`config.mk`:
```
export PLATFORM = sky130hd
export DESIGN_NAME = fabric_top
export DESIGN_NICKNAME = d
export VERILOG_FILES = /design/src/fabric_pkg.sv /design/src/req_if.sv /design/src/core_reset_seq.sv /design/src/rx_req_parser.sv /design/src/gpio_regs.sv /design/src/ebr_ram.sv /design/src/bus_stage.sv /design/src/cpl_tx_engine.sv /design/src/fabric_top.sv
export SDC_FILE = /design/constraint.sdc
export NUM_CORES = 2
export LEC_CHECK = 0
export BUFFER_PORTS_ARGS = -buffer_cell sky130_fd_sc_hd__buf_2
export CORE_AREA = 5 5 680 614
export CTS_BUF_LIST = sky130_fd_sc_hd__clkbuf_8
export CTS_CLUSTER_DIAMETER = 120
export CTS_CLUSTER_SIZE = 16
export DETAILED_ROUTE_END_ITERATION = 8
export DIE_AREA = 0 0 685 619
export PLACE_DENSITY = 0.6
export SETUP_SLACK_MARGIN = 0.05
export SLEW_MARGIN = 10
export SYNTH_ARGS = -nofsm -noshare
export SYNTH_HDL_FRONTEND = slang
export SYNTH_MEMORY_MAX_BITS = 65536
export SYNTH_SLANG_ARGS = --single-unit
```
`constraint.sdc`:
```
create_clock -name clk_125 -period 4.1 [get_ports clk_125]
set_clock_uncertainty 0.1 [all_clocks]
set_input_delay 0 -clock clk_125 [delete_from_list [all_inputs] [get_ports clk_125]]
set_output_delay 0 -clock clk_125 [all_outputs]
set_load 0.05 [all_outputs]
```
`src/fabric_pkg.sv`:
```
// Shared bus types, address map and completion codes; import into any design file that needs them
package fabric_pkg;

   // ======================================================================
   // Bus types
   // ======================================================================
   typedef logic [15:0] data_t;
   typedef logic [15:0] addr_t;

   // ======================================================================
   // Address map
   // ======================================================================
   localparam addr_t GPIO_BASE    = 16'h0000;
   localparam addr_t EBR_BASE     = 16'h1000;
   localparam int    REGION_WORDS = 256;
   localparam int    OFS_BITS     = $clog2(REGION_WORDS);

   // Word offset inside one region
   typedef logic [OFS_BITS-1:0] ofs_t;

   localparam ofs_t GPIO_SW_OFS  = ofs_t'(0);
   localparam ofs_t GPIO_LED_OFS = ofs_t'(1);

   localparam int LED_WIDTH = 14;
   typedef logic [LED_WIDTH-1:0] led_t;

   // Packet and completion encodings
   localparam int    CMD_WRITE_BIT = 15;
   localparam data_t CPL_HDR_OK    = 16'h4A00;
   localparam data_t CPL_HDR_UR    = 16'h4A01;

   // Receive parser states
   typedef enum logic [1:0] {IDLE, ADDR, DATA} rx_state_e;

endpackage

```
`src/req_if.sv`:
```
// Decoded request channel between the receive parser (src) and the bus stage (dst)
`timescale 1ns/1ns
interface req_if;
   import fabric_pkg::*;

   // valid is a single-cycle strobe, there is no ready
   logic  valid;
   logic  we;
   addr_t addr;
   data_t wdata;

   modport src (
      output valid,
      output we,
      output addr,
      output wdata
   );

   modport dst (
      input valid,
      input we,
      input addr,
      input wdata
   );

endinterface

```
`src/core_reset_seq.sv`:
```
// Stretches the board reset; core_rstn_o releases RST_CYCLES clocks after rstn goes high
`timescale 1ns/1ns
module core_reset_seq #(
   parameter int RST_CYCLES = 128
) (
   input  logic clk_125,
   input  logic rstn,
   output logic core_rstn_o
);

   localparam int CNT_W = $clog2(RST_CYCLES + 1);

   logic [CNT_W-1:0] cnt_q;

   // Counter stops once the core is out of reset
   always_ff @(posedge clk_125 or negedge rstn) begin
      if (!rstn) begin
         cnt_q       <= '0;
         core_rstn_o <= 1'b0;
      end else if (cnt_q == CNT_W'(RST_CYCLES - 1)) begin
         core_rstn_o <= 1'b1;
      end else begin
         cnt_q <= cnt_q + CNT_W'(1);
      end
   end

endmodule

```
`src/rx_req_parser.sv`:
```
// Receive stream parser; turns command/address/data packets into single req_if requests
`timescale 1ns/1ns
module rx_req_parser (
   input  logic              clk_125,
   input  logic              rstn,
   input  fabric_pkg::data_t rx_data_i,
   input  logic              rx_st_i,
   input  logic              rx_end_i,
   req_if.src                req
);
   import fabric_pkg::*;

   rx_state_e state_q;
   logic      issue;

   // Last word of a packet that is being parsed
   assign issue = rx_end_i && (state_q != IDLE);

   // ======================================================================
   // Packet state machine
   // ======================================================================
   always_ff @(posedge clk_125 or negedge rstn) begin
      if (!rstn) begin
         state_q   <= IDLE;
         req.valid <= 1'b0;
      end else begin
         req.valid <= issue;
         if (rx_st_i) begin
            // Command word, always restarts the parse
            state_q <= ADDR;
         end else begin
            case (state_q)
               ADDR: begin
                  state_q <= rx_end_i ? IDLE : DATA;
               end
               DATA: begin
                  if (rx_end_i) begin
                     state_q <= IDLE;
                  end
               end
               default: begin
                  state_q <= IDLE;
               end
            endcase
         end
      end
   end

   // Capture of request fields
   always_ff @(posedge clk_125) begin
      if (rx_st_i) begin
         req.we <= rx_data_i[CMD_WRITE_BIT];
      end
      if (!rx_st_i && state_q == ADDR) begin
         req.addr <= rx_data_i;
      end
      if (!rx_st_i && state_q == DATA) begin
         req.wdata <= rx_data_i;
      end
   end

endmodule

```
`src/gpio_regs.sv`:
```
// GPIO slave; switch read register and LED register with active-low LED output
`timescale 1ns/1ns
module gpio_regs (
   input  logic              clk_125,
   input  logic              rstn,
   input  logic              sel_i,
   input  logic              we_i,
   input  fabric_pkg::ofs_t  ofs_i,
   input  fabric_pkg::data_t wdata_i,
   output fabric_pkg::data_t rdata_o,
   input  logic [7:0]        switch_i,
   output fabric_pkg::led_t  led_o
);
   import fabric_pkg::*;

   led_t led_q;

   always_ff @(posedge clk_125 or negedge rstn) begin
      if (!rstn) begin
         led_q <= '0;
      end else if (sel_i && we_i && ofs_i == GPIO_LED_OFS) begin
         led_q <= wdata_i[LED_WIDTH-1:0];
      end
   end

   // Registered read, other offsets return zero
   always_ff @(posedge clk_125) begin
      if (sel_i && !we_i) begin
         case (ofs_i)
            GPIO_SW_OFS:  rdata_o <= data_t'(switch_i);
            GPIO_LED_OFS: rdata_o <= data_t'(led_q);
            default:      rdata_o <= '0;
         endcase
      end
   end

   // LEDs light on a low level
   assign led_o = ~led_q;

endmodule

```
`src/ebr_ram.sv`:
```
// Block RAM slave; one region of words, write-through-strobe and one-cycle registered read
`timescale 1ns/1ns
module ebr_ram (
   input  logic              clk_125,
   input  logic              sel_i,
   input  logic              we_i,
   input  fabric_pkg::ofs_t  ofs_i,
   input  fabric_pkg::data_t wdata_i,
   output fabric_pkg::data_t rdata_o
);
   import fabric_pkg::*;

   data_t mem [REGION_WORDS];

   always_ff @(posedge clk_125) begin
      if (sel_i) begin
         if (we_i) begin
            mem[ofs_i] <= wdata_i;
         end else begin
            rdata_o <= mem[ofs_i];
         end
      end
   end

endmodule

```
`src/bus_stage.sv`:
```
// Bus stage; decodes request addresses to the GPIO and RAM slaves and returns read completions
`timescale 1ns/1ns
module bus_stage (
   input  logic              clk_125,
   input  logic              rstn,
   req_if.dst                req,
   input  logic [7:0]        switch_i,
   output fabric_pkg::led_t  led_o,
   output logic              cpl_valid_o,
   output logic              cpl_ur_o,
   output fabric_pkg::data_t cpl_data_o,
   output logic              wr_done_o
);
   import fabric_pkg::*;

   localparam int AW = $bits(addr_t);

   logic  gpio_hit;
   logic  ebr_hit;
   logic  gpio_sel;
   logic  ebr_sel;
   ofs_t  ofs;
   data_t gpio_rdata;
   data_t ebr_rdata;
   logic  rd_v_q;
   logic  rd_miss_q;
   logic  rd_gpio_q;

   // Region decode on the upper address bits
   assign gpio_hit = (req.addr[AW-1:OFS_BITS] == GPIO_BASE[AW-1:OFS_BITS]);
   assign ebr_hit  = (req.addr[AW-1:OFS_BITS] == EBR_BASE[AW-1:OFS_BITS]);
   assign ofs      = req.addr[OFS_BITS-1:0];
   assign gpio_sel = req.valid && gpio_hit;
   assign ebr_sel  = req.valid && ebr_hit;

   gpio_regs u_gpio (
      .clk_125  (clk_125),
      .rstn     (rstn),
      .sel_i    (gpio_sel),
      .we_i     (req.we),
      .ofs_i    (ofs),
      .wdata_i  (req.wdata),
      .rdata_o  (gpio_rdata),
      .switch_i (switch_i),
      .led_o    (led_o)
   );

   ebr_ram u_ebr (
      .clk_125 (clk_125),
      .sel_i   (ebr_sel),
      .we_i    (req.we),
      .ofs_i   (ofs),
      .wdata_i (req.wdata),
      .rdata_o (ebr_rdata)
   );

   // ======================================================================
   // Read pipeline, slave data arrives one cycle after the strobe
   // ======================================================================
   always_ff @(posedge clk_125 or negedge rstn) begin
      if (!rstn) begin
         rd_v_q      <= 1'b0;
         cpl_valid_o <= 1'b0;
         wr_done_o   <= 1'b0;
      end else begin
         rd_v_q      <= req.valid && !req.we;
         cpl_valid_o <= rd_v_q;
         // Writes to unmapped space are dropped but still retire
         wr_done_o   <= req.valid && req.we;
      end
   end

   always_ff @(posedge clk_125) begin
      rd_miss_q <= !(gpio_hit || ebr_hit);
      rd_gpio_q <= gpio_hit;
      cpl_ur_o  <= rd_miss_q;
      if (rd_miss_q) begin
         cpl_data_o <= '0;
      end else if (rd_gpio_q) begin
         cpl_data_o <= gpio_rdata;
      end else begin
         cpl_data_o <= ebr_rdata;
      end
   end

endmodule

```
`src/cpl_tx_engine.sv`:
```
// Completion queue and transmit serializer under link credits; also returns receive credits
`timescale 1ns/1ns
module cpl_tx_engine #(
   parameter int TX_CREDITS = 4,
   parameter int CPL_DEPTH  = 8
) (
   input  logic              clk_125,
   input  logic              rstn,
   input  logic              cpl_valid_i,
   input  logic              cpl_ur_i,
   input  fabric_pkg::data_t cpl_data_i,
   input  logic              wr_done_i,
   output fabric_pkg::data_t tx_data_o,
   output logic              tx_st_o,
   output logic              tx_end_o,
   input  logic              tx_credit_i,
   output logic [1:0]        rx_credit_cnt_o
);
   import fabric_pkg::*;

   localparam int PTR_W  = (CPL_DEPTH > 1) ? $clog2(CPL_DEPTH) : 1;
   localparam int CNT_W  = $clog2(CPL_DEPTH + 1);
   localparam int CRED_W = 16;

   logic              q_ur   [CPL_DEPTH];
   data_t             q_data [CPL_DEPTH];
   logic [PTR_W-1:0]  wr_ptr_q;
   logic [PTR_W-1:0]  rd_ptr_q;
   logic [CNT_W-1:0]  q_count;
   logic [CRED_W-1:0] tx_credit_q;
   logic              push;
   logic              cpl_start;
   data_t             data_hold_q;
   logic              wr_cred_q;

   function automatic logic [PTR_W-1:0] ptr_next(input logic [PTR_W-1:0] p);
      return (p == PTR_W'(CPL_DEPTH - 1)) ? '0 : p + PTR_W'(1);
   endfunction

   assign push = cpl_valid_i;

   // Header may follow the previous data word back to back
   assign cpl_start = (q_count != '0) && (tx_credit_q != '0) && !tx_st_o;

   // ======================================================================
   // Completion queue
   // ======================================================================
   always_ff @(posedge clk_125) begin
      if (push) begin
         q_ur[wr_ptr_q]   <= cpl_ur_i;
         q_data[wr_ptr_q] <= cpl_data_i;
      end
   end

   always_ff @(posedge clk_125 or negedge rstn) begin
      if (!rstn) begin
         wr_ptr_q    <= '0;
         rd_ptr_q    <= '0;
         q_count     <= '0;
         tx_credit_q <= CRED_W'(TX_CREDITS);
         tx_st_o     <= 1'b0;
         tx_end_o    <= 1'b0;
         wr_cred_q   <= 1'b0;
      end else begin
         if (push) begin
            wr_ptr_q <= ptr_next(wr_ptr_q);
         end
         if (cpl_start) begin
            rd_ptr_q <= ptr_next(rd_ptr_q);
         end
         q_count     <= q_count + CNT_W'(push) - CNT_W'(cpl_start);
         // One credit per grant cycle, one spent per completion
         tx_credit_q <= tx_credit_q + CRED_W'(tx_credit_i) - CRED_W'(cpl_start);
         tx_st_o     <= cpl_start;
         tx_end_o    <= tx_st_o;
         wr_cred_q   <= wr_done_i;
      end
   end

   // ======================================================================
   // Two-word serializer, header then data
   // ======================================================================
   always_ff @(posedge clk_125) begin
      if (cpl_start) begin
         tx_data_o   <= q_ur[rd_ptr_q] ? CPL_HDR_UR : CPL_HDR_OK;
         data_hold_q <= q_data[rd_ptr_q];
      end else if (tx_st_o) begin
         tx_data_o <= data_hold_q;
      end
   end

   // Write retire plus read data word, up to two credits a cycle
   assign rx_credit_cnt_o = 2'(wr_cred_q) + 2'(tx_end_o);

endmodule

```
`src/fabric_top.sv`:
```
// Packet fabric top level; reset stretcher, receive parser, bus stage and completion transmitter
`timescale 1ns/1ns
module fabric_top #(
   parameter int RST_CYCLES = 128,
   parameter int TX_CREDITS = 4,
   parameter int CPL_DEPTH  = 8
) (
   input  logic                              clk_125,
   input  logic                              rstn,
   input  fabric_pkg::data_t                 rx_data_i,
   input  logic                              rx_st_i,
   input  logic                              rx_end_i,
   output fabric_pkg::data_t                 tx_data_o,
   output logic                              tx_st_o,
   output logic                              tx_end_o,
   input  logic                              tx_credit_i,
   output logic [1:0]                        rx_credit_cnt_o,
   input  logic [7:0]                        switch_i,
   output logic [fabric_pkg::LED_WIDTH-1:0]  led_o
);
   import fabric_pkg::*;

   logic  core_rstn;
   logic  cpl_valid;
   logic  cpl_ur;
   data_t cpl_data;
   logic  wr_done;

   req_if req ();

   core_reset_seq #(
      .RST_CYCLES (RST_CYCLES)
   ) u_rst (
      .clk_125     (clk_125),
      .rstn        (rstn),
      .core_rstn_o (core_rstn)
   );

   // ======================================================================
   // Request pipeline
   // ======================================================================
   rx_req_parser u_parser (
      .clk_125   (clk_125),
      .rstn      (core_rstn),
      .rx_data_i (rx_data_i),
      .rx_st_i   (rx_st_i),
      .rx_end_i  (rx_end_i),
      .req       (req.src)
   );

   bus_stage u_bus (
      .clk_125     (clk_125),
      .rstn        (core_rstn),
      .req         (req.dst),
      .switch_i    (switch_i),
      .led_o       (led_o),
      .cpl_valid_o (cpl_valid),
      .cpl_ur_o    (cpl_ur),
      .cpl_data_o  (cpl_data),
      .wr_done_o   (wr_done)
   );

   cpl_tx_engine #(
      .TX_CREDITS (TX_CREDITS),
      .CPL_DEPTH  (CPL_DEPTH)
   ) u_cpl_tx (
      .clk_125         (clk_125),
      .rstn            (core_rstn),
      .cpl_valid_i     (cpl_valid),
      .cpl_ur_i        (cpl_ur),
      .cpl_data_i      (cpl_data),
      .wr_done_i       (wr_done),
      .tx_data_o       (tx_data_o),
      .tx_st_o         (tx_st_o),
      .tx_end_o        (tx_end_o),
      .tx_credit_i     (tx_credit_i),
      .rx_credit_cnt_o (rx_credit_cnt_o)
   );

endmodule

```
==> key figures <==
Timing
  – FMAX: 0.258 GHz
  – RSZ-0062 raised after global routing: no
  – Fin worst setup slack: 0.219 ns
  – Final min period: slightly below 4 ns
  – Final setup violation count: 0
  – Min Hold Slack: 0.134 ns
  – Fin. max-slew vios: 0
  – Period Utilization, post-route: 94.7%
  – Endpoints failing hold: 0
  – Tightest Pin Transition: about 1.5 ns
  – Slew HR: 1.74%

Final layout
  – Area growth, synth to finish: 10.1%
  – Layout cells sized above 1: 28.0%
  – Design Area, Final: 0.184 mm^2
  – Most common cell after layout, fill and taps aside: edfxtp_1
  – Commonest cells after routing, fill and taps aside: edfxtp_1, mux4_2, buf_4, clkbuf_8, nor2_1
  – Final net count: 7954
  – FILL cells: about 34k

Floorplan
  – Ports: 63
  – Horiz. Die Dim: 685 um
  – Die Footprint: 0.424 mm^2
  – Row count: ~220
  – Die H: approximately 620 um
  – Starting density of the core: 40.9%
  – Core area: around 0.41 mm^2

Drt
  – Final ANT Viol Nets: 0
  – DRT iter0 DRCs: between 10k and 15k
  – Routed len/inst: 31.4 um
  – Vias per inst: between 5 and 6
  – Vias: about 80k
  – Drt first pass iters: 8
  – Residual DRC count: 0
  – Routed WL: 419000 um

Global route
  – Number of global-route vias before repair: 78.9k
  – Antenna violations before repair: 16
  – Largest net degree at the start of global routing: roughly 190
  – Gr ovfl total: 0
  – Gr usage total: 19.3%
  – Global-route wire length before repair: 595000 um

CTS
  – Cts bufs inserted: 314
  – Worst-Skew Late Latency: 1.09 ns
  – CTS H-tree depth: 5
  – Setup Buffers After CTS: 0
  – Worst-path clk slew: roughly 0.1 ns
  – Root Driver: clkbuf_8
  – Clock Path Buffers: 4
  – TritonCTS clock tree: yes
  – Clock sink count: 4404

Placement
  – Placed Area: between 0.15 and 0.2 mm^2
  – Placement Setup Slack: -0.176 ns
  – # port buffers: 62
  – Dpl hpwl: 244000 um
  – GP Congestion: 0.826

Synth
  – Post-synth EDFFs: 4327
  – Mapped cell area: 0.167 mm^2
  – Count of cell types in the netlist: 57
  – Seq/Total Area, Yosys: 78.8%
  – Synth Register Bits: 4404
  – Post-synthesis net count: 7312
  – Mean area per synthesized cell: 23.1 um^2
  – Main synth FF type: edfxtp_1
  – Async SR Flop Fraction: approximately 1.3%
  – Yosys warning count: 0
  – Synthesized instance count: 7249

Power
  – Pwr dens: 412 mW/mm^2
  – Final Power: 0.0758 W
  – Pleak: 56.4 nW
  – Peak VDD IR: 900 uV

Status
  – Status: completed

Job
  – Max cap viols: 0

Critical path
  – Worst path cell trace: buf_12, buf_12, buf_12, mux4_2, a22o_1, a221oi_2, o22ai_1, o21ai_0, buf_4, nand4_1
  – Critical path launch point type: flip-flop
  – Crit Path Max Fanout: 21
  – Slowest library cell on the worst path: mux4_2
  – Most common cell on crit path: buf_12
  – CP Data Required Time: between 4 and 5 ns
  – Crit. End Element: flip-flop
  – Critical path type: flip-flop to flip-flop
  – Slowest Stage Delay on Critical Path: 0.52 ns
  – CP arrival: 4.58 ns

Min path
  – Worst hold path type: primary input to flip-flop
[cell type report]
class / count / area (um^2) / area share (%)
flip-flops and latches: 4404 / 132000 / 71.6
multi-input cells: 2361 / 33400 / 18.1
repair buffers: 763 / 7310 / 3.97
well taps: 5400 / 6760 / 3.67
clock buffers: 320 / 4400 / 2.39
clock inverters: 40 / 295 / 0.160
inverters: 47 / 176 / 0.0958
diodes: 5 / 12.5 / 0.00680
[worst max-delay path, delay by kind of cell (launching register included)]
family                 cells  cell delay [ns]
buffers and inverters      4             0.84
AOI/OAI and AO/OA          4             1.46
muxes                      1             0.52
DFF                        1             0.46
and+or+nand+nor            1             0.12
[cells by family (layout without fill, tap and decap cells)]
logic type | after synthesis | after routing | synth area share [%]
xor gates and xnor gates | 18 | 18 | 0.0943
adders and majority gates | 34 | 34 | 0.263
buffers and inverters | 484 | 1170 | 1.38
DFF | 4404 | 4404 | 78.8
AOI/OAI and AO/OA | 760 | 760 | 3.71
muxes | 1110 | 1110 | 14.6
other | 0 | 5 | 0
and+or+nand+nor | 439 | 439 | 1.18
[final timing paths]
kind | start | end | slack, ns | cells past startpoint
worst min register to register | u_bus.wr_done_o | u_cpl_tx.wr_cred_q | 0.26 | 0
worst max register to register | u_parser.req.addr[0] | u_bus.u_ebr.rdata_o[6] | 0.22 | 10
max in group asynchronous | u_rst.core_rstn_o | u_cpl_tx.rd_ptr_q[0] | 3.13 | 0
worst min-delay path | rx_end_i | u_parser.state_q[1] | 0.13 | 4
worst max-delay path | u_parser.req.addr[0] | u_bus.u_ebr.rdata_o[6] | 0.22 | 10
min in group asynchronous | u_rst.core_rstn_o | u_cpl_tx.tx_credit_q[11] | 0.28 | 0
[layer usage]
layer / routed length [um] / GRT usage [%]
met5: 20 / 0
met4: 10500 / 4.66
met3: 35500 / 3.78
met2: 197000 / 29.9
met1: 177000 / 28.4
[state kept, by name, indices dropped and copies added, names as in the netlist, 2 cells and up]
signal and flops:
u_cpl_tx.q_count 4, u_cpl_tx.q_ur 8, u_parser.state_q 2, u_bus.u_gpio.led_q 14, u_cpl_tx.tx_credit_q 16, u_bus.u_ebr.mem 4096, u_cpl_tx.wr_ptr_q 3, u_cpl_tx.tx_data_o 16
u_parser.req.wdata 16, u_bus.u_gpio.rdata_o 14, u_bus.u_ebr.rdata_o 16, u_cpl_tx.rd_ptr_q 3, u_rst.cnt_q 8, u_cpl_tx.data_hold_q 16, u_cpl_tx.q_data 128, u_bus.cpl_data_o 16
u_parser.req.addr 16
[where the power goes]
part	internal, W	switching [W]	leakage, nW
registers	0.0492	0.000222	39.9
logic	0.00241	0.00328	13.9
clock network	0.00715	0.0135	2.47
[Yosys cell counts, types with 16 or more instances]
library cell / n / area share, %
buf_1: 44 / 0.099
dfrtp_1: 57 / 0.85
a221oi_2: 32 / 0.29
mux4_2: 1058 / 14
ha_1: 32 / 0.24
nor2_1: 292 / 0.66
o21ai_1: 37 / 0.11
buf_6: 47 / 0.32
nand2_1: 23 / 0.052
nand4_1: 23 / 0.086
edfxtp_1: 4327 / 78
mux2i_1: 16 / 0.096
nand3_1: 22 / 0.066
o21ai_0: 35 / 0.10
inv_1: 47 / 0.11
a221oi_1: 224 / 1.2
dfxtp_1: 19 / 0.23
o22ai_1: 128 / 0.48
mux2_2: 26 / 0.18
nor2b_1: 24 / 0.090
clkbuf_1: 249 / 0.56
buf_2: 87 / 0.26
a22o_1: 264 / 1.4
[what timing repair did]
| item | 4_1_cts | 5_1_grt |
|---|---|---|
| gates resized for setup | 2 | 7 |
| setup endpoints to repair | 2 | 5 |
| hold buffers | 57 | 0 |
| hold endpoints to repair | 97 | 0 |
| pin swaps | 0 | 0 |
[through the flow]
stage,setup TNS (ns),util (%),std cells
detailed placement,-0.176,43.7,12918
global route,0,45.0,13336
global placement,-0.245,43.7,12917
floorplan,-232.28,-,7249
CTS,0,45.0,13335
finish,0,45.0,13340
(Power assumes the default switching activity.)
